File: config.mk
export PLATFORM = sky130hd
export DESIGN_NAME = stepper_drive
export DESIGN_NICKNAME = d
export VERILOG_FILES = /design/src/verilog/stepper_pkg.sv /design/src/verilog/bridge_pkg.sv /design/src/verilog/drive_fsm.sv /design/src/verilog/pwm_timer.sv /design/src/verilog/phase_accum.sv /design/src/verilog/coil_amp.sv /design/src/verilog/hbridge_out.sv /design/src/verilog/stepper_drive.sv
export SDC_FILE = /design/constraint.sdc
export NUM_CORES = 1
export LEC_CHECK = 0
export ABC_CLOCK_PERIOD_IN_PS = 1070
export BUFFER_PORTS_ARGS = -buffer_cell sky130_fd_sc_hd__clkbuf_2
export CAP_MARGIN = 30
export CELL_PAD_IN_SITES_DETAIL_PLACEMENT = 0
export CELL_PAD_IN_SITES_GLOBAL_PLACEMENT = 1
export CORE_AREA = 2 2 39 41
export CTS_BUF_LIST = sky130_fd_sc_hd__clkbuf_2 sky130_fd_sc_hd__clkbuf_4 sky130_fd_sc_hd__clkbuf_8
export CTS_CLUSTER_DIAMETER = 30
export DETAILED_ROUTE_END_ITERATION = 8
export DIE_AREA = 0 0 41 43
export GPL_TIMING_DRIVEN = 0
export PLACE_DENSITY = 0.64
export SLEW_MARGIN = 20
export SYNTH_ARGS = -nofsm -noshare
export SYNTH_HDL_FRONTEND = slang
export SYNTH_SLANG_ARGS = --single-unit
File: constraint.sdc
create_clock -name clk -period 1.07 [get_ports clk]
set_input_delay 0.0535 -clock clk [delete_from_list [all_inputs] [get_ports clk]]
set_output_delay 0.0535 -clock clk [all_outputs]
set_load 0.03 [all_outputs]
File: src/cos_lut.mem
// Quarter-wave cosine magnitude, one 8-bit binary entry per line
// Index 0 is the peak of 255, index 63 is the zero crossing
11111111
11111111
11111111
11111110
11111110
11111101
11111100
11111011
11111010
11111001
11110111
11110101
11110100
11110010
11110000
11101101
11101011
11101000
11100110
11100011
11100000
11011101
11011010
11010110
11010011
11001111
11001011
11000111
11000011
10111111
10111011
10110111
10110010
10101101
10101001
10100100
10011111
10011010
10010101
10010000
10001010
10000101
10000000
01111010
01110100
01101111
01101001
01100011
01011101
01010111
01010001
01001011
01000101
00111111
00111001
00110011
00101100
00100110
00100000
00011001
00010011
00001101
00000110
00000000

File: src/verilog/stepper_pkg.sv
package stepper_pkg;

  // Data path widths
  localparam int PHASE_W = 8;              // 256 positions per electrical cycle
  localparam int MAG_W   = 8;              // Cosine magnitude
  localparam int CUR_W   = 4;              // Current setting
  localparam int DUTY_W  = MAG_W + CUR_W;  // Magnitude times current, also carrier width

  // Table geometry
  localparam int QUAD_STEPS = 64;  // Positions per quadrant
  localparam int LUT_DEPTH  = 64;  // Quarter wave only
  localparam int LUT_IDX_W  = $clog2(LUT_DEPTH);

  // Binary ROM image, index 0 holds the peak
  localparam string LUT_FILE = "/design/src/cos_lut.mem";

  typedef logic [PHASE_W-1:0]   phase_t;    // Electrical angle
  typedef logic [MAG_W-1:0]     mag_t;      // Table entry
  typedef logic [CUR_W-1:0]     cur_t;      // Current scale
  typedef logic [DUTY_W-1:0]    duty_t;     // PWM compare value
  typedef logic [LUT_IDX_W-1:0] lut_idx_t;  // Folded table index

endpackage

File: src/verilog/bridge_pkg.sv
package bridge_pkg;

  // Bridge drive modes
  typedef enum logic [1:0] {
    ST_OFF   = 2'd0,  // Coast
    ST_BRAKE = 2'd1,  // Both low sides shorted via all legs high
    ST_RUN   = 2'd2   // Normal stepping
  } drive_state_t;

  // Leg bits {b2, b1, a2, a1}
  typedef logic [3:0] legs_t;

  // Drive polarity per quadrant of the phase
  localparam legs_t QUAD_LEGS [4] = '{
    4'b1010,  // Quadrant 0
    4'b0110,  // Quadrant 1
    4'b0101,  // Quadrant 2
    4'b1001   // Quadrant 3
  };

  // Hold both legs high while vref is low
  localparam logic SLOW_DECAY = 1'b1;

endpackage

File: src/verilog/drive_fsm.sv
`timescale 1ns/1ps

module drive_fsm (
  input  logic                     clk,
  input  logic                     resetn,
  input  logic                     step,        // Raw step level, async to clk
  input  logic                     enable,
  input  logic                     brake,
  output bridge_pkg::drive_state_t mode,
  output logic                     step_pulse   // One cycle per accepted rising edge
);

  import bridge_pkg::*;

  drive_state_t state;
  drive_state_t state_next;
  logic [1:0]   step_sync;  // Two-flop synchronizer
  logic         step_last;  // Synced level one clock back

  // Enable wins over brake, brake only matters while disabled
  always_comb begin
    state_next = state;
    case (state)
      ST_OFF, ST_BRAKE, ST_RUN: begin
        if (enable) begin
          state_next = ST_RUN;
        end else if (brake) begin
          state_next = ST_BRAKE;  // Short the coils
        end else begin
          state_next = ST_OFF;    // Coast
        end
      end
      default: begin
        state_next = ST_OFF;  // Unused encoding recovers to coast
      end
    endcase
  end

  always_ff @(posedge clk) begin
    if (resetn) begin
      state     <= ST_OFF;
      step_sync <= 2'b00;
      step_last <= 1'b0;
    end else begin
      state     <= state_next;
      step_sync <= {step_sync[0], step};  // Shift in raw level
      step_last <= step_sync[1];
    end
  end

  // Rising edge on the synced level
  // Steps while not running are dropped so the phase stays put
  assign step_pulse = step_sync[1] & ~step_last & (state == ST_RUN);

  assign mode = state;

endmodule

File: src/verilog/pwm_timer.sv
`timescale 1ns/1ps

module pwm_timer (
  input  logic               clk,
  input  logic               resetn,
  output stepper_pkg::duty_t carrier,       // Shared ramp for both coils
  output logic               period_start   // High while carrier is zero
);

  import stepper_pkg::*;

  duty_t count;  // Free-running, wraps every 2**DUTY_W clocks

  always_ff @(posedge clk) begin
    if (resetn) begin
      count <= '0;
    end else begin
      count <= count + duty_t'(1);  // Natural wrap, no terminal compare
    end
  end

  assign carrier = count;

  // Marks the first clock of each period
  assign period_start = (count == '0);

endmodule

File: src/verilog/phase_accum.sv
`timescale 1ns/1ps

module phase_accum (
  input  logic                clk,
  input  logic                resetn,
  input  logic                step_pulse,  // One accepted step
  input  logic                dir,         // High counts up
  output stepper_pkg::phase_t phase
);

  import stepper_pkg::*;

  phase_t phase_q;
  phase_t phase_next;

  // Always one position per step
  always_comb begin
    phase_next = phase_q;
    if (step_pulse) begin
      if (dir) begin
        phase_next = phase_q + phase_t'(1);  // Wraps 255 to 0
      end else begin
        phase_next = phase_q - phase_t'(1);  // Wraps 0 to 255
      end
    end
  end

  always_ff @(posedge clk) begin
    if (resetn) begin
      phase_q <= '0;  // Start at coil B peak
    end else begin
      phase_q <= phase_next;
    end
  end

  assign phase = phase_q;

endmodule

File: src/verilog/coil_amp.sv
`timescale 1ns/1ps

module coil_amp (
  input  logic                clk,
  input  logic                resetn,
  input  stepper_pkg::phase_t phase,
  input  stepper_pkg::cur_t   current,
  input  logic                period_start,
  output stepper_pkg::duty_t  duty_a,
  output stepper_pkg::duty_t  duty_b,
  output logic [1:0]          quadrant     // Goes with the latched duties
);

  import stepper_pkg::*;

  mag_t       lut [LUT_DEPTH];  // Quarter-wave cosine ROM
  phase_t     angle_a;
  mag_t       mag_a_q;          // Registered ROM reads
  mag_t       mag_b_q;
  logic [1:0] quad_q;
  duty_t      duty_a_calc;
  duty_t      duty_b_calc;

  initial begin
    $readmemb(LUT_FILE, lut);
  end

  // Quarter-wave fold, odd quadrants read the table backwards
  function automatic lut_idx_t fold_idx(input phase_t angle);
    lut_idx_t pos;
    pos = angle[LUT_IDX_W-1:0];
    if (angle[LUT_IDX_W]) begin
      return lut_idx_t'(QUAD_STEPS - 1) - pos;
    end
    return pos;
  endfunction

  assign angle_a = phase + phase_t'(QUAD_STEPS);  // Coil A one quadrant ahead

  // ROM read every clock
  always_ff @(posedge clk) begin
    mag_a_q <= lut[fold_idx(angle_a)];
    mag_b_q <= lut[fold_idx(phase)];
    quad_q  <= phase[PHASE_W-1 -: 2];  // Same clock as the reads
  end

  assign duty_a_calc = duty_t'(mag_a_q) * duty_t'(current);  // Max 255 * 15
  assign duty_b_calc = duty_t'(mag_b_q) * duty_t'(current);

  // Duty only moves at a period boundary
  always_ff @(posedge clk) begin
    if (resetn) begin
      duty_a   <= '0;
      duty_b   <= '0;
      quadrant <= 2'd0;
    end else if (period_start) begin
      duty_a   <= duty_a_calc;
      duty_b   <= duty_b_calc;
      quadrant <= quad_q;
    end
  end

endmodule

File: src/verilog/hbridge_out.sv
`timescale 1ns/1ps

module hbridge_out (
  input  logic                     clk,
  input  logic                     resetn,
  input  bridge_pkg::drive_state_t mode,
  input  stepper_pkg::duty_t       carrier,
  input  stepper_pkg::duty_t       duty_a,
  input  stepper_pkg::duty_t       duty_b,
  input  logic [1:0]               quadrant,
  output logic                     phase_a1,
  output logic                     phase_a2,
  output logic                     phase_b1,
  output logic                     phase_b2,
  output logic                     vref_a,
  output logic                     vref_b
);

  import bridge_pkg::*;

  logic       cmp_a;       // Coil A on-time
  logic       cmp_b;       // Coil B on-time
  logic       run;
  logic [1:0] decay_pair;  // Pair value during off-time
  legs_t      quad_legs;
  legs_t      legs_next;
  legs_t      legs_q;

  assign cmp_a      = carrier < duty_a;
  assign cmp_b      = carrier < duty_b;
  assign run        = (mode == ST_RUN);
  assign decay_pair = SLOW_DECAY ? 2'b11 : 2'b00;
  assign quad_legs  = QUAD_LEGS[quadrant];

  // Legs and vref formed from the same compare, so they register together
  always_comb begin
    case (mode)
      ST_RUN: begin
        legs_next[1:0] = cmp_a ? quad_legs[1:0] : decay_pair;
        legs_next[3:2] = cmp_b ? quad_legs[3:2] : decay_pair;
      end
      ST_BRAKE: legs_next = 4'b1111;  // All legs high
      default:  legs_next = 4'b0000;  // Coast
    endcase
  end

  always_ff @(posedge clk) begin
    if (resetn) begin
      legs_q <= '0;
      vref_a <= 1'b0;
      vref_b <= 1'b0;
    end else begin
      legs_q <= legs_next;
      vref_a <= run & cmp_a;  // Low outside run
      vref_b <= run & cmp_b;
    end
  end

  assign {phase_b2, phase_b1, phase_a2, phase_a1} = legs_q;

endmodule

File: src/verilog/stepper_drive.sv
`timescale 1ns/1ps

module stepper_drive (
  input  logic              clk,
  input  logic              resetn,
  input  logic              step,
  input  logic              dir,
  input  logic              enable,
  input  logic              brake,
  input  stepper_pkg::cur_t current,
  output logic              phase_a1,
  output logic              phase_a2,
  output logic              phase_b1,
  output logic              phase_b2,
  output logic              vref_a,
  output logic              vref_b
);

  import stepper_pkg::*;
  import bridge_pkg::*;

  drive_state_t mode;
  logic         step_pulse;
  phase_t       phase;
  duty_t        carrier;
  logic         period_start;
  duty_t        duty_a;
  duty_t        duty_b;
  logic [1:0]   quadrant;

  // Mode and step gating
  drive_fsm u_drive_fsm (
    .clk        (clk),
    .resetn     (resetn),
    .step       (step),
    .enable     (enable),
    .brake      (brake),
    .mode       (mode),
    .step_pulse (step_pulse)
  );

  pwm_timer u_pwm_timer (
    .clk          (clk),
    .resetn       (resetn),
    .carrier      (carrier),
    .period_start (period_start)
  );

  phase_accum u_phase_accum (
    .clk        (clk),
    .resetn     (resetn),
    .step_pulse (step_pulse),
    .dir        (dir),
    .phase      (phase)
  );

  coil_amp u_coil_amp (
    .clk          (clk),
    .resetn       (resetn),
    .phase        (phase),
    .current      (current),
    .period_start (period_start),
    .duty_a       (duty_a),
    .duty_b       (duty_b),
    .quadrant     (quadrant)
  );

  // Only driver of the bridge legs
  hbridge_out u_hbridge_out (
    .clk      (clk),
    .resetn   (resetn),
    .mode     (mode),
    .carrier  (carrier),
    .duty_a   (duty_a),
    .duty_b   (duty_b),
    .quadrant (quadrant),
    .phase_a1 (phase_a1),
    .phase_a2 (phase_a2),
    .phase_b1 (phase_b1),
    .phase_b2 (phase_b2),
    .vref_a   (vref_a),
    .vref_b   (vref_b)
  );

endmodule

# Yosys cells after proc, flatten, opt, wreduce, memory -nomap -nowiden
# Cells that the tools add are included.
# word_totals
ff_bits,75
input_bits,10
out_inout_bits,6
word_cells,46
# classes
n_addsub,3
mul,2
order_cmp,3
n_eq_ne,2
muxes,9
bitwise,7
n_reduce_logical,5
# op_table
cell,count
$lt A12 B12 Y1,2
$mul A8 B4 Y12,2
$add A12 B1 Y12 const B,1
$logic_not A12 Y1,1
$add A8 B1 Y8 const B,1
$bmux W4 S2,1
$mux W4,2
$mux W8,1
$pmux W4 S2,1
$sub A8 B1 Y8 const B,1
$mux W2,3
$reduce_or A3 Y1,2
$and A1 B1 Y1,4
$ge A3 B3 Y1 const B,1
$not A2 Y3,1
$eq A2 B1 Y1 const B,1
$eq A2 B2 Y1 const B,1
$logic_not A2 Y1,1
$not A1 Y1,2
$reduce_or A2 Y1,1
$mux W1,1

# Logic depth before layout (Yosys ltp)
# Gate-level depths: netlist of run 1.
# depth
depth_word,6
ltp_mapped,4

# Cells and area by module
# From an unflattened synthesis of run 1, not the netlist that was laid out.
# hier_totals
hier_cells,270
area_unflattened_um2,2353.5
# by_module_without_submodules
module,n_inst,cells_per_inst,area_each_um2,seq_area_each_um2
hbridge_out,1,100,802.0,120.1
phase_accum,1,65,570.5,160.2
pwm_timer,1,60,530.5,240.2
coil_amp,1,33,291.5,80.1
drive_fsm,1,12,158.9,100.1

# Least setup slack after synthesis of run 1
# No wires, ideal clock.
# synth_path
path_type,register to register
startpoint,register u_drive_fsm.state[0] (netlist: u_drive_fsm.mode[0])
endpoint,register u_hbridge_out.legs_q[0]
setup_ns,0.078
arrival_ns,0.855
required_ns,0.992
setup_slack_ns,0.137
stages_incl_launch_ff,4
n_path_buf,0
synth_period_minus_slack_ns,0.933
path_cell_list,dfxtp_1 inv_1 ha_1 nor3_1
# synth_via
elab_chain_len,2
# synth_lines
item,line_no,rtl
start: declaration,drive_fsm.sv:15,drive_state_t state;
start signal: assignment,drive_fsm.sv:45,state <= state_next;
$eq A2 B1 Y1 or $eq A2 B2 Y1 (tied branches),hbridge_out.sv:37,case (mode)
$pmux W4 S2 *,hbridge_out.sv:37,
end signal: assignment,hbridge_out.sv:53,legs_q <= legs_next;
end: declaration,hbridge_out.sv:27,legs_t legs_q;
# Every way passes the cells marked *; elsewhere a longest branch is shown, timed or not.
# A chain may end at the register's enable or synchronous reset.

# Worst setup path in the final report of run 1
# layout_path
startpoint,register u_drive_fsm.state[0] (netlist: u_drive_fsm.mode[0])
endpoint,register u_hbridge_out.legs_q[3]
# Same word-level chain as after synthesis.

==> run summary, run 1 <==
## GRT
- 5.66% — global router's overall resource usage
- 0 — Overflow after GRT
- 0 — antenna violations before repair
- 5 — maximum number of pins on one net before global-route repair
- 524 um — global-route wire length before repair
- 136 — via count of the first global-routing pass

## Pwr
- 0.000462 W — internal power consumption
- 46.3% — sequential fraction of design power
- 43.7% — clock group share of total power
- 0.000597 W — Overall Power
- 701 uV — worst vdd ir
- 10.0% — share of power burned in combinational logic
- 0.162 nW — leakage dissipation
- 1720 nW/um2 — power density over cell area
- 22.5% — switching portion of total power
- 0.000135 W — net switching power

## Logic synthesis
- sky130_fd_sc_hd__dfxtp_1 — cell taking the most area after synthesis
- sky130_fd_sc_hd__dfxtp_1 57%, sky130_fd_sc_hd__ha_1 15%, sky130_fd_sc_hd__nor3_1 8.2% — top cells by area in the synthesized netlist
- 57.4% — share of Yosys cell area claimed by the top area cell type
- 23 — post-synthesis cell count
- 244 um2 — post-synthesis instance area
- 10 — Netlist cell types
- 57.4% — sequential area share after synthesis
- 7 — number of storage elements in the synthesis netlist
- 10.6 um2 — Mean Syn Cell Area
- 0 — total of warnings raised by yosys
- 36 — number of nets in the synthesized netlist

## Drt
- 0 — drc violations
- 0 — antenna viol nets, final
- 347 um — final routed wirelength across all metal layers
- 1 — number of violations reported at the end of detailed-routing iteration 0
- 2 — first drt pass iteration count
- 6.67 um — wire length per cell after detailed routing
- 3.62 — average vias per placed instance
- 188 — Vias

## Clocking
- 0 — # Post-CTS Setup Buffers
- sky130_fd_sc_hd__clkbuf_4 — clk root buf
- 1 — H-Tree Level Count
- 7 — CTS sink count
- 3 — number of buffers added by the clock tree synthesis step
- 0.05 ns — clock slew at the register clock pins of the worst setup and hold paths
- yes — TritonCTS clock tree
- 0.25 ns — Clock Latency Late Sink
- 2 — number of buffers on the longest clock path

## Hold path
- in2reg — worst hold-check path type
- u_drive_fsm.mode[1] — Hold Crit Endpoint
- resetn — beginning of the worst hold path
- 2 — worst hold path depth

## Die
- 16 — number of top-level pins
- 1760 um2 — area of the die
- 1380 um2 — Std-Cell Core Area
- 41 um — Die X-Extent
- 43 um — die height
- 17.6% — initial core utilization
- 14 — number of standard-cell rows in the floorplan

## Worst setup path
- reg2reg — path type of the worst setup path
- u_drive_fsm.mode[0] — critical path startpoint
- inv_1 -> ha_1 -> nor3_1 — Critical Path, Cell by Cell
- u_drive_fsm.mode[0] — start of the worst register-to-register path
- 1.24 ns — required time of the critical path
- sky130_fd_sc_hd__dfxtp_1 — cell with the biggest individual delay on the critical path
- flop — critical path launch point type
- flop — Critical Path End Type
- u_hbridge_out.legs_q[3] — capturing point of the worst reg2reg path
- 4 — maximum fanout count along the critical path
- 0.06 ns — internal reg-to-reg setup slack
- 3 — depth of the worst register-to-register path
- 0.35 ns — Largest stage delay, worst path
- 1.17 ns — arrival time worst endpoint

## Layout
- 140 um2 — flip-flop and latch area
- 38.9% — share of layout cells above drive strength 1
- 50 — final net count
- 164 — FILL cells
- 0 — antenna diode instance count
- 25.0% — final design utilization
- 83.8 um2 — combined area of the multi-input logic cells
- 52 — Non-Filler Instances
- 42.1% — area grow syn2layout

## Timing
- 0 — count of endpoints failing setup in the final report
- 0 ns — total negative slack for setup checks
- 0.00220 ns — worst clock skew on the final layout
- yes — RSZ-0062 raised after global routing
- 0.0412 ns — Worst Hold Slack
- 0 — max-slew violation count
- 0 — Hold Violations, Final
- 94.1% — period utilisation layout
- 1.01 ns — post-layout minimum cycle time
- 993 MHz — timing-limited maximum frequency

## Place
- 0.616 — final weighted congestion in routability-driven placement
- 47 — Post-Place Cells
- 8 — port bufs

## Status
- finished clean — status

## Job
- 0 — number of maximum-capacitance constraint violations

cell usage after synthesis:
cell type / instances
sky130_fd_sc_hd__buf_4: 1
sky130_fd_sc_hd__dfxtp_1: 7
sky130_fd_sc_hd__clkbuf_1: 2
sky130_fd_sc_hd__nor3_1: 4
sky130_fd_sc_hd__nor3b_1: 1
sky130_fd_sc_hd__inv_1: 2
sky130_fd_sc_hd__nor4b_1: 1
sky130_fd_sc_hd__conb_1: 1
sky130_fd_sc_hd__ha_1: 3
sky130_fd_sc_hd__nor2_1: 1
routing by layer:
| layer | part of all wire, % | vias to the layer above | global-route usage, % | routed length [um] |
|---|---|---|---|---|
| li1 | - | 97 | - | - |
| met1 | 46 | 81 | 5.59 | 160 |
| met2 | 39 | 8 | 4.69 | 135 |
| met3 | 12 | 2 | 6.28 | 41 |
| met4 | 2.9 | 0 | 8.00 | 10 |
| met5 | 0 | - | 0 | 0 |
metrics by stage:
step | cell area (um2) | setup slack [ns]
floorplan | 244 | 0.137
global placement | 304 | 0.0796
detailed placement | 304 | 0.0738
CTS | 344 | 0.0532
global route | 347 | -0.0158
finish | 347 | 0.0630
area by class of cell:
class                   instances  share of cell area, %
multi-input cells              11                   24.2
clock buffers                   4                   8.66
inverters                       2                   2.17
repair buffers                  9                   14.4
plain buffers                   3                   4.33
well taps                      16                   5.78
flip-flops and latches          7                   40.4
cells in the final DEF, fill, tap and decap left out, types with 2 or more instances in the layout:
cell type | synthesis | routed
sky130_fd_sc_hd__clkbuf_1 | 2 | 2
sky130_fd_sc_hd__clkbuf_2 | 0 | 8
sky130_fd_sc_hd__nor3_1 | 4 | 4
sky130_fd_sc_hd__ha_1 | 3 | 3
sky130_fd_sc_hd__dfxtp_1 | 7 | 7
sky130_fd_sc_hd__inv_1 | 2 | 2
sky130_fd_sc_hd__clkbuf_4 | 0 | 4
state kept, by name (all words and copies together), names as in the netlist:
register	cells
u_hbridge_out.legs_q	4
u_drive_fsm.mode	2
u_hbridge_out.vref_b	1
worst max path at each step:
stage,end,slack [ns],cells after the start
detailed placement,u_hbridge_out.legs_q[1],0.07,3
CTS,u_hbridge_out.legs_q[3],0.05,3
global route,u_hbridge_out.legs_q[3],-0.02,3
finish,u_hbridge_out.legs_q[3],0.06,3
global placement,u_hbridge_out.legs_q[3],0.08,3
floorplan,u_hbridge_out.legs_q[0],0.14,3
cells by family after synthesis:
kind of cell | count (synthesis) | share of synthesized area, %
other cells | 1 | 1.54
fa+ha+maj | 3 | 15.4
buf+inv | 5 | 9.23
simple gates | 7 | 16.4
flops | 7 | 57.4
repair_timing:
action                     4_1_cts  5_1_grt
hold endpoints to repair         1        0
hold buffers                     1        0
resized for setup                0        1
setup endpoints to repair        0        3
critical path: cells and delay by family (launching register included):
kind	cells	cell delay, ns
DFF	1	0.35
buffers and inverters	1	0.05
adders and majority gates	1	0.33
and+or+nand+nor	1	0.19
power groups by stage:
stage,clock network (W),registers [W],logic [W]
2_1_floorplan,0,0.000295,0.0000274
3_3_place_gp,0,0.000281,0.0000559
3_5_place_dp,0,0.000282,0.0000559
4_1_cts,0.000279,0.000276,0.0000588
5_1_grt,0.000290,0.000277,0.0000660
6_report,0.000261,0.000276,0.0000598
(Power assumes the default switching activity.)
==> inputs of run 2 (changes only) <==
Settings changed: ABC_AREA set to 1, CTS_CLUSTER_SIZE set to 16, PLACE_DENSITY 0.64 to 0.66.
==> run summary, run 2 <==
## Status
- finished clean — status

## Timing
- 1030 MHz — timing-limited maximum frequency
- 0 — max-slew violation count
- 0.0117 ns — Worst Hold Slack
- 0 — count of endpoints failing setup in the final report
- 0.00145 ns — worst clock skew on the final layout
- no — RSZ-0062 raised after global routing
- 0.973 ns — post-layout minimum cycle time
- 90.9% — period utilisation layout
- 0 — Hold Violations, Final
- 0 ns — total negative slack for setup checks

## Die
- 18.1% — initial core utilization
- 43 um — die height
- 16 — number of top-level pins
- 41 um — Die X-Extent
- 14 — number of standard-cell rows in the floorplan
- 1760 um2 — area of the die
- 1380 um2 — Std-Cell Core Area

## Place
- 8 — port bufs
- 310 um2 — total placed instance area
- 0.681 — final weighted congestion in routability-driven placement
- 50 — Post-Place Cells

## Logic synthesis
- 0% — multiplexer area fraction after synthesis
- 9.62 um2 — Mean Syn Cell Area
- 56.0% — sequential area share after synthesis
- 16.5% — area fraction in and, or, nand and nor cells after synthesis
- 11 — Netlist cell types
- 250 um2 — post-synthesis instance area
- 56.0% — share of Yosys cell area claimed by the top area cell type
- 0% — fraction of synthesis flops using an asynchronous set or reset pin
- 15.0% — adder-cell area share of the yosys netlist
- sky130_fd_sc_hd__dfxtp_1 — cell taking the most area after synthesis
- sky130_fd_sc_hd__dfxtp_1 56%, sky130_fd_sc_hd__ha_1 15%, sky130_fd_sc_hd__nor3_1 8.0% — top cells by area in the synthesized netlist
- 0 — total of warnings raised by yosys
- sky130_fd_sc_hd__dfxtp_1 — most frequently used flop master after synthesis
- simple AND/OR/NAND/NOR gates — main combinational cell family by area after synthesis
- 7 — number of storage elements in the synthesis netlist
- 0% — xor-xnor portion of the synthesized cell area
- 0% — Compound-Gate Fraction of Synth Area
- 39 — number of nets in the synthesized netlist
- sky130_fd_sc_hd__dfxtp_1 — library cell with the highest instance count after synthesis
- 7 x sky130_fd_sc_hd__dfxtp_1, 4 x sky130_fd_sc_hd__nor3_1, 3 x sky130_fd_sc_hd__ha_1, 3 x sky130_fd_sc_hd__inv_1, 3 x sky130_fd_sc_hd__nor2_1 — Commonest cells post-synth
- 26 — post-synthesis cell count
- 0 — number of enable-type register cells in the synthesized netlist

## Job
- 0 — number of maximum-capacitance constraint violations

## Worst setup path
- flop — critical path launch point type
- reg2reg — path type of the worst setup path
- 1.24 ns — required time of the critical path
- flop — Critical Path End Type
- sky130_fd_sc_hd__dfxtp_2 — cell with the biggest individual delay on the critical path
- 0.33 ns — Largest stage delay, worst path
- 4 — maximum fanout count along the critical path
- 1.14 ns — arrival time worst endpoint
- inv_1 -> ha_1 -> nor3_1 — Critical Path, Cell by Cell

## GRT
- 621 um — global-route wire length before repair
- 5 — maximum number of pins on one net before global-route repair
- 166 — via count of the first global-routing pass
- 6.34% — global router's overall resource usage
- 0 — Overflow after GRT
- 0 — antenna violations before repair

## Clocking
- 3 — number of buffers added by the clock tree synthesis step
- 0 — # Post-CTS Setup Buffers
- yes — TritonCTS clock tree
- 1 — H-Tree Level Count
- 7 — CTS sink count
- 2 — number of buffers on the longest clock path
- 0.05 ns — clock slew at the register clock pins of the worst setup and hold paths
- 0.24 ns — Clock Latency Late Sink
- sky130_fd_sc_hd__clkbuf_4 — clk root buf

## Drt
- 185 — Vias
- 3 — number of violations reported at the end of detailed-routing iteration 0
- 3.36 — average vias per placed instance
- 335 um — final routed wirelength across all metal layers
- 0 — drc violations
- 0 — antenna viol nets, final
- 2 — first drt pass iteration count
- 6.09 um — wire length per cell after detailed routing

## Layout
- 4 — number of flip-flops under the largest register name
- 151 — FILL cells
- 55 — Non-Filler Instances
- 41.5% — area grow syn2layout
- 0 — antenna diode instance count
- 354 um2 — post-route design area
- 8 x sky130_fd_sc_hd__clkbuf_2, 6 x sky130_fd_sc_hd__dfxtp_1, 4 x sky130_fd_sc_hd__nor3_1, 4 x sky130_fd_sc_hd__clkbuf_4 — most frequent cells in the layout
- 43.6% — share of layout cells above drive strength 1
- sky130_fd_sc_hd__clkbuf_2 — most frequent standard cell in the layout excluding fill and tap cells
- 53 — final net count
- u_hbridge_out.legs_q — largest register by flop count
- 25.6% — final design utilization

## Pwr
- 833 uV — worst vdd ir
- 0.177 nW — leakage dissipation
- 1680 nW/um2 — power density over cell area

## Hold path
- in2reg — worst hold-check path type

## run 2: what timing repair did
action / in CTS / in global routing
setup endpoints to repair: 0 / 4
hold buffers: 1 / 0
endpoints found under the hold margin: 1 / 0
gates resized for setup: 0 / 2
## run 2: cell type report
type	count	area, um2	share of cell area, %
repair buffers	9	50.0	14.1
flip-flops and latches	7	141	39.9
multi-input cells	13	85.1	24.0
plain buffers	3	16.3	4.59
clock buffers	4	30.0	8.48
well taps	16	20.0	5.65
inverters	3	11.3	3.18
## run 2: critical path, delay by kind of cell, from the launching register on
family	cells	cell delay (ns)
and+or+nand+nor	1	0.19
buffers and inverters	1	0.05
adders and majority gates	1	0.33
DFF	1	0.33
## run 2: cells by family after synthesis
logic type / after synthesis
AND/OR/NAND/NOR: 9
flip-flops: 7
buffers and inverters: 6
adder cells (fa/ha/maj): 3
other: 1
## run 2: path summary, 6_finish.rpt
| kind | cells past startpoint | slack [ns] | startpoint | end |
|---|---|---|---|---|
| worst max-delay path | 3 | 0.1 | u_drive_fsm.mode[0] | u_hbridge_out.legs_q[3] |
| worst min-delay path | 3 | 0.01 | brake | u_drive_fsm.mode[0] |
| worst max register to register | 3 | 0.1 | u_drive_fsm.mode[0] | u_hbridge_out.legs_q[3] |
| worst min register to register | 3 | 0.64 | u_drive_fsm.mode[0] | u_drive_fsm.mode[0] |
## run 2: report_power, final
group / switching [W] / internal, W / leakage (nW)
Combinational: 0.0000380 / 0.0000246 / 0.100
Sequential: 0.00000459 / 0.000272 / 0.0578
Clock: 0.0000891 / 0.000167 / 0.0184
Total: 0.000132 / 0.000464 / 0.177
## run 2: per-layer routing
metal / GRT usage, % / part of all wire, % / vias to the layer above
met3: 9.42 / 15 / 0
met4: 4.00 / 0 / 0
met1: 6.47 / 50 / 72
met2: 5.94 / 35 / 11
li1: - / - / 102
met5: 0 / 0 / -
## run 2: metrics by stage
stage	power [W]	worst slack [ns]
4_1_cts	0.000610	0.0611
6_report	0.000595	0.0968
2_1_floorplan	0.000325	0.137
5_1_grt	0.000644	0.0211
3_5_place_dp	0.000340	0.0797
3_3_place_gp	0.000339	0.0763
==> inputs of run 3 (changes only) <==
==> constraint.sdc (replaced) <==
create_clock -name clk -period 1.07 [get_ports clk]
set_input_delay 0.107 -clock clk [delete_from_list [all_inputs] [get_ports clk]]
set_output_delay 0.107 -clock clk [all_outputs]
set_load 0.03 [all_outputs]
==> run summary, run 3 (synthesis gave the netlist of run 2 again) <==
## Layout
- 52 — final net count
- sky130_fd_sc_hd__clkbuf_2 — most frequent standard cell in the layout excluding fill and tap cells
- u_hbridge_out.legs_q — largest register by flop count
- 4 — number of flip-flops under the largest register name
- 0 — antenna diode instance count
- 8 x sky130_fd_sc_hd__clkbuf_2, 6 x sky130_fd_sc_hd__dfxtp_1, 4 x sky130_fd_sc_hd__nor3_1, 4 x sky130_fd_sc_hd__clkbuf_4 — most frequent cells in the layout
- 37.5% — area grow syn2layout
- 44.7% — share of layout cells above drive strength 1
- 24.9% — final design utilization

## Timing
- 0.0968 ns — Worst Setup Slack, final
- 0 — max-slew violation count
- no — RSZ-0062 raised after global routing
- 0 — Hold Violations, Final
- 0.973 ns — post-layout minimum cycle time
- 0 — count of endpoints failing setup in the final report
- 1030 MHz — timing-limited maximum frequency
- 0.00149 ns — worst clock skew on the final layout
- 0 ns — total negative slack for setup checks
- 91.0% — period utilisation layout

## Clocking
- 7 — CTS sink count
- 2 — number of buffers on the longest clock path
- yes — TritonCTS clock tree
- 1 — H-Tree Level Count
- 0 — # Post-CTS Setup Buffers
- sky130_fd_sc_hd__clkbuf_4 — clk root buf
- 0 — post-CTS sizing
- 3 — number of buffers added by the clock tree synthesis step
- 0.05 ns — clock slew at the register clock pins of the worst setup and hold paths
- 0.24 ns — Clock Latency Late Sink
- 0 — CTS Hold Bufs

## Drt
- 181 — Vias
- 0 — drc violations
- 3.35 — average vias per placed instance
- 2 — first drt pass iteration count
- 322 um — final routed wirelength across all metal layers
- 0 — antenna viol nets, final
- 5.96 um — wire length per cell after detailed routing
- 3 — number of violations reported at the end of detailed-routing iteration 0

## Worst setup path
- 0.1 ns — internal reg-to-reg setup slack
- flop — Critical Path End Type
- 1.24 ns — required time of the critical path
- reg2reg — path type of the worst setup path
- flop — critical path launch point type
- 3 — depth of the worst register-to-register path
- 4 — maximum fanout count along the critical path
- 1.14 ns — arrival time worst endpoint
- u_drive_fsm.mode[0] — start of the worst register-to-register path
- u_hbridge_out.legs_q[3] — capturing point of the worst reg2reg path

## Hold path
- resetn — beginning of the worst hold path
- 2 — worst hold path depth
- in2reg — worst hold-check path type
- u_hbridge_out.legs_q[0] — Hold Crit Endpoint

## Die
- 16 — number of top-level pins
- 1760 um2 — area of the die
- 18.1% — initial core utilization
- 14 — number of standard-cell rows in the floorplan
- 41 um — Die X-Extent
- 43 um — die height
- 1380 um2 — Std-Cell Core Area

## GRT
- 154 — via count of the first global-routing pass
- 0 — Overflow after GRT
- 6.14% — global router's overall resource usage
- 0 — antenna violations before repair
- 593 um — global-route wire length before repair
- 5 — maximum number of pins on one net before global-route repair

## Place
- 0.681 — final weighted congestion in routability-driven placement
- 0.0797 ns — worst setup timing slack at the placement stage
- 8 — port bufs

## Pwr
- 1720 nW/um2 — power density over cell area
- 0.172 nW — leakage dissipation
- 0.000593 W — Overall Power
- 833 uV — worst vdd ir

## Job
- 0 — number of maximum-capacitance constraint violations

## Status
- finished clean — status

## run 3: changes by cell type in the layout (fill, tap and decap cells not counted)
cell                            change
sky130_fd_sc_hd__dlygate4sd3_1      -1
## run 3: how the worst max path moves through the flow
stage / from / end / slack, ns / depth (start not counted)
finish: u_drive_fsm.mode[0] / u_hbridge_out.legs_q[3] / 0.1 / 3
floorplan: u_drive_fsm.mode[0] / u_hbridge_out.legs_q[1] / 0.14 / 3
CTS: u_drive_fsm.mode[0] / u_hbridge_out.legs_q[2] / 0.06 / 3
global placement: u_drive_fsm.mode[0] / u_hbridge_out.legs_q[1] / 0.08 / 3
detailed placement: u_drive_fsm.mode[0] / u_hbridge_out.legs_q[0] / 0.08 / 3
global route: u_drive_fsm.mode[0] / u_hbridge_out.legs_q[3] / 0.02 / 3
## run 3: cell type report
class	instances	area [um2]
flip-flops and latches	7	141
well taps	16	20.0
multi-input cells	13	85.1
inverters	3	11.3
fillers	152	1040
plain buffers	3	16.3
clock buffers	4	30.0
repair buffers	8	40.0
## run 3: critical path, stage by stage (launching register included)
cell and delay [ns]:
sky130_fd_sc_hd__dfxtp_2 0.33, sky130_fd_sc_hd__inv_1 0.05, sky130_fd_sc_hd__ha_1 0.33, sky130_fd_sc_hd__nor3_1 0.19
## run 3: through the flow
stage | std cells | area [um2] | hold WS, ns
3_3_place_gp | 50 | 310 | 0.308
5_1_grt | 54 | 344 | 0.0311
6_report | 54 | 344 | 0.0482
3_5_place_dp | 50 | 310 | 0.309
2_1_floorplan | 26 | 250 | 0.232
4_1_cts | 54 | 340 | 0.0400
## run 3: power breakdown
group | switching (W) | internal, W | leakage [nW]
Combinational | 0.0000376 | 0.0000222 | 0.0962
Sequential | 0.00000459 | 0.000272 | 0.0578
Clock | 0.0000891 | 0.000167 | 0.0184
## run 3: routing by layer
layer  GRT usage [%]  up-vias  wire length [um]
met3            9.42        0                51
met5               0        -                 0
met4            4.00        0                 0
met1            6.47       70               161
met2            5.31       11               108
li1                -      100                 -
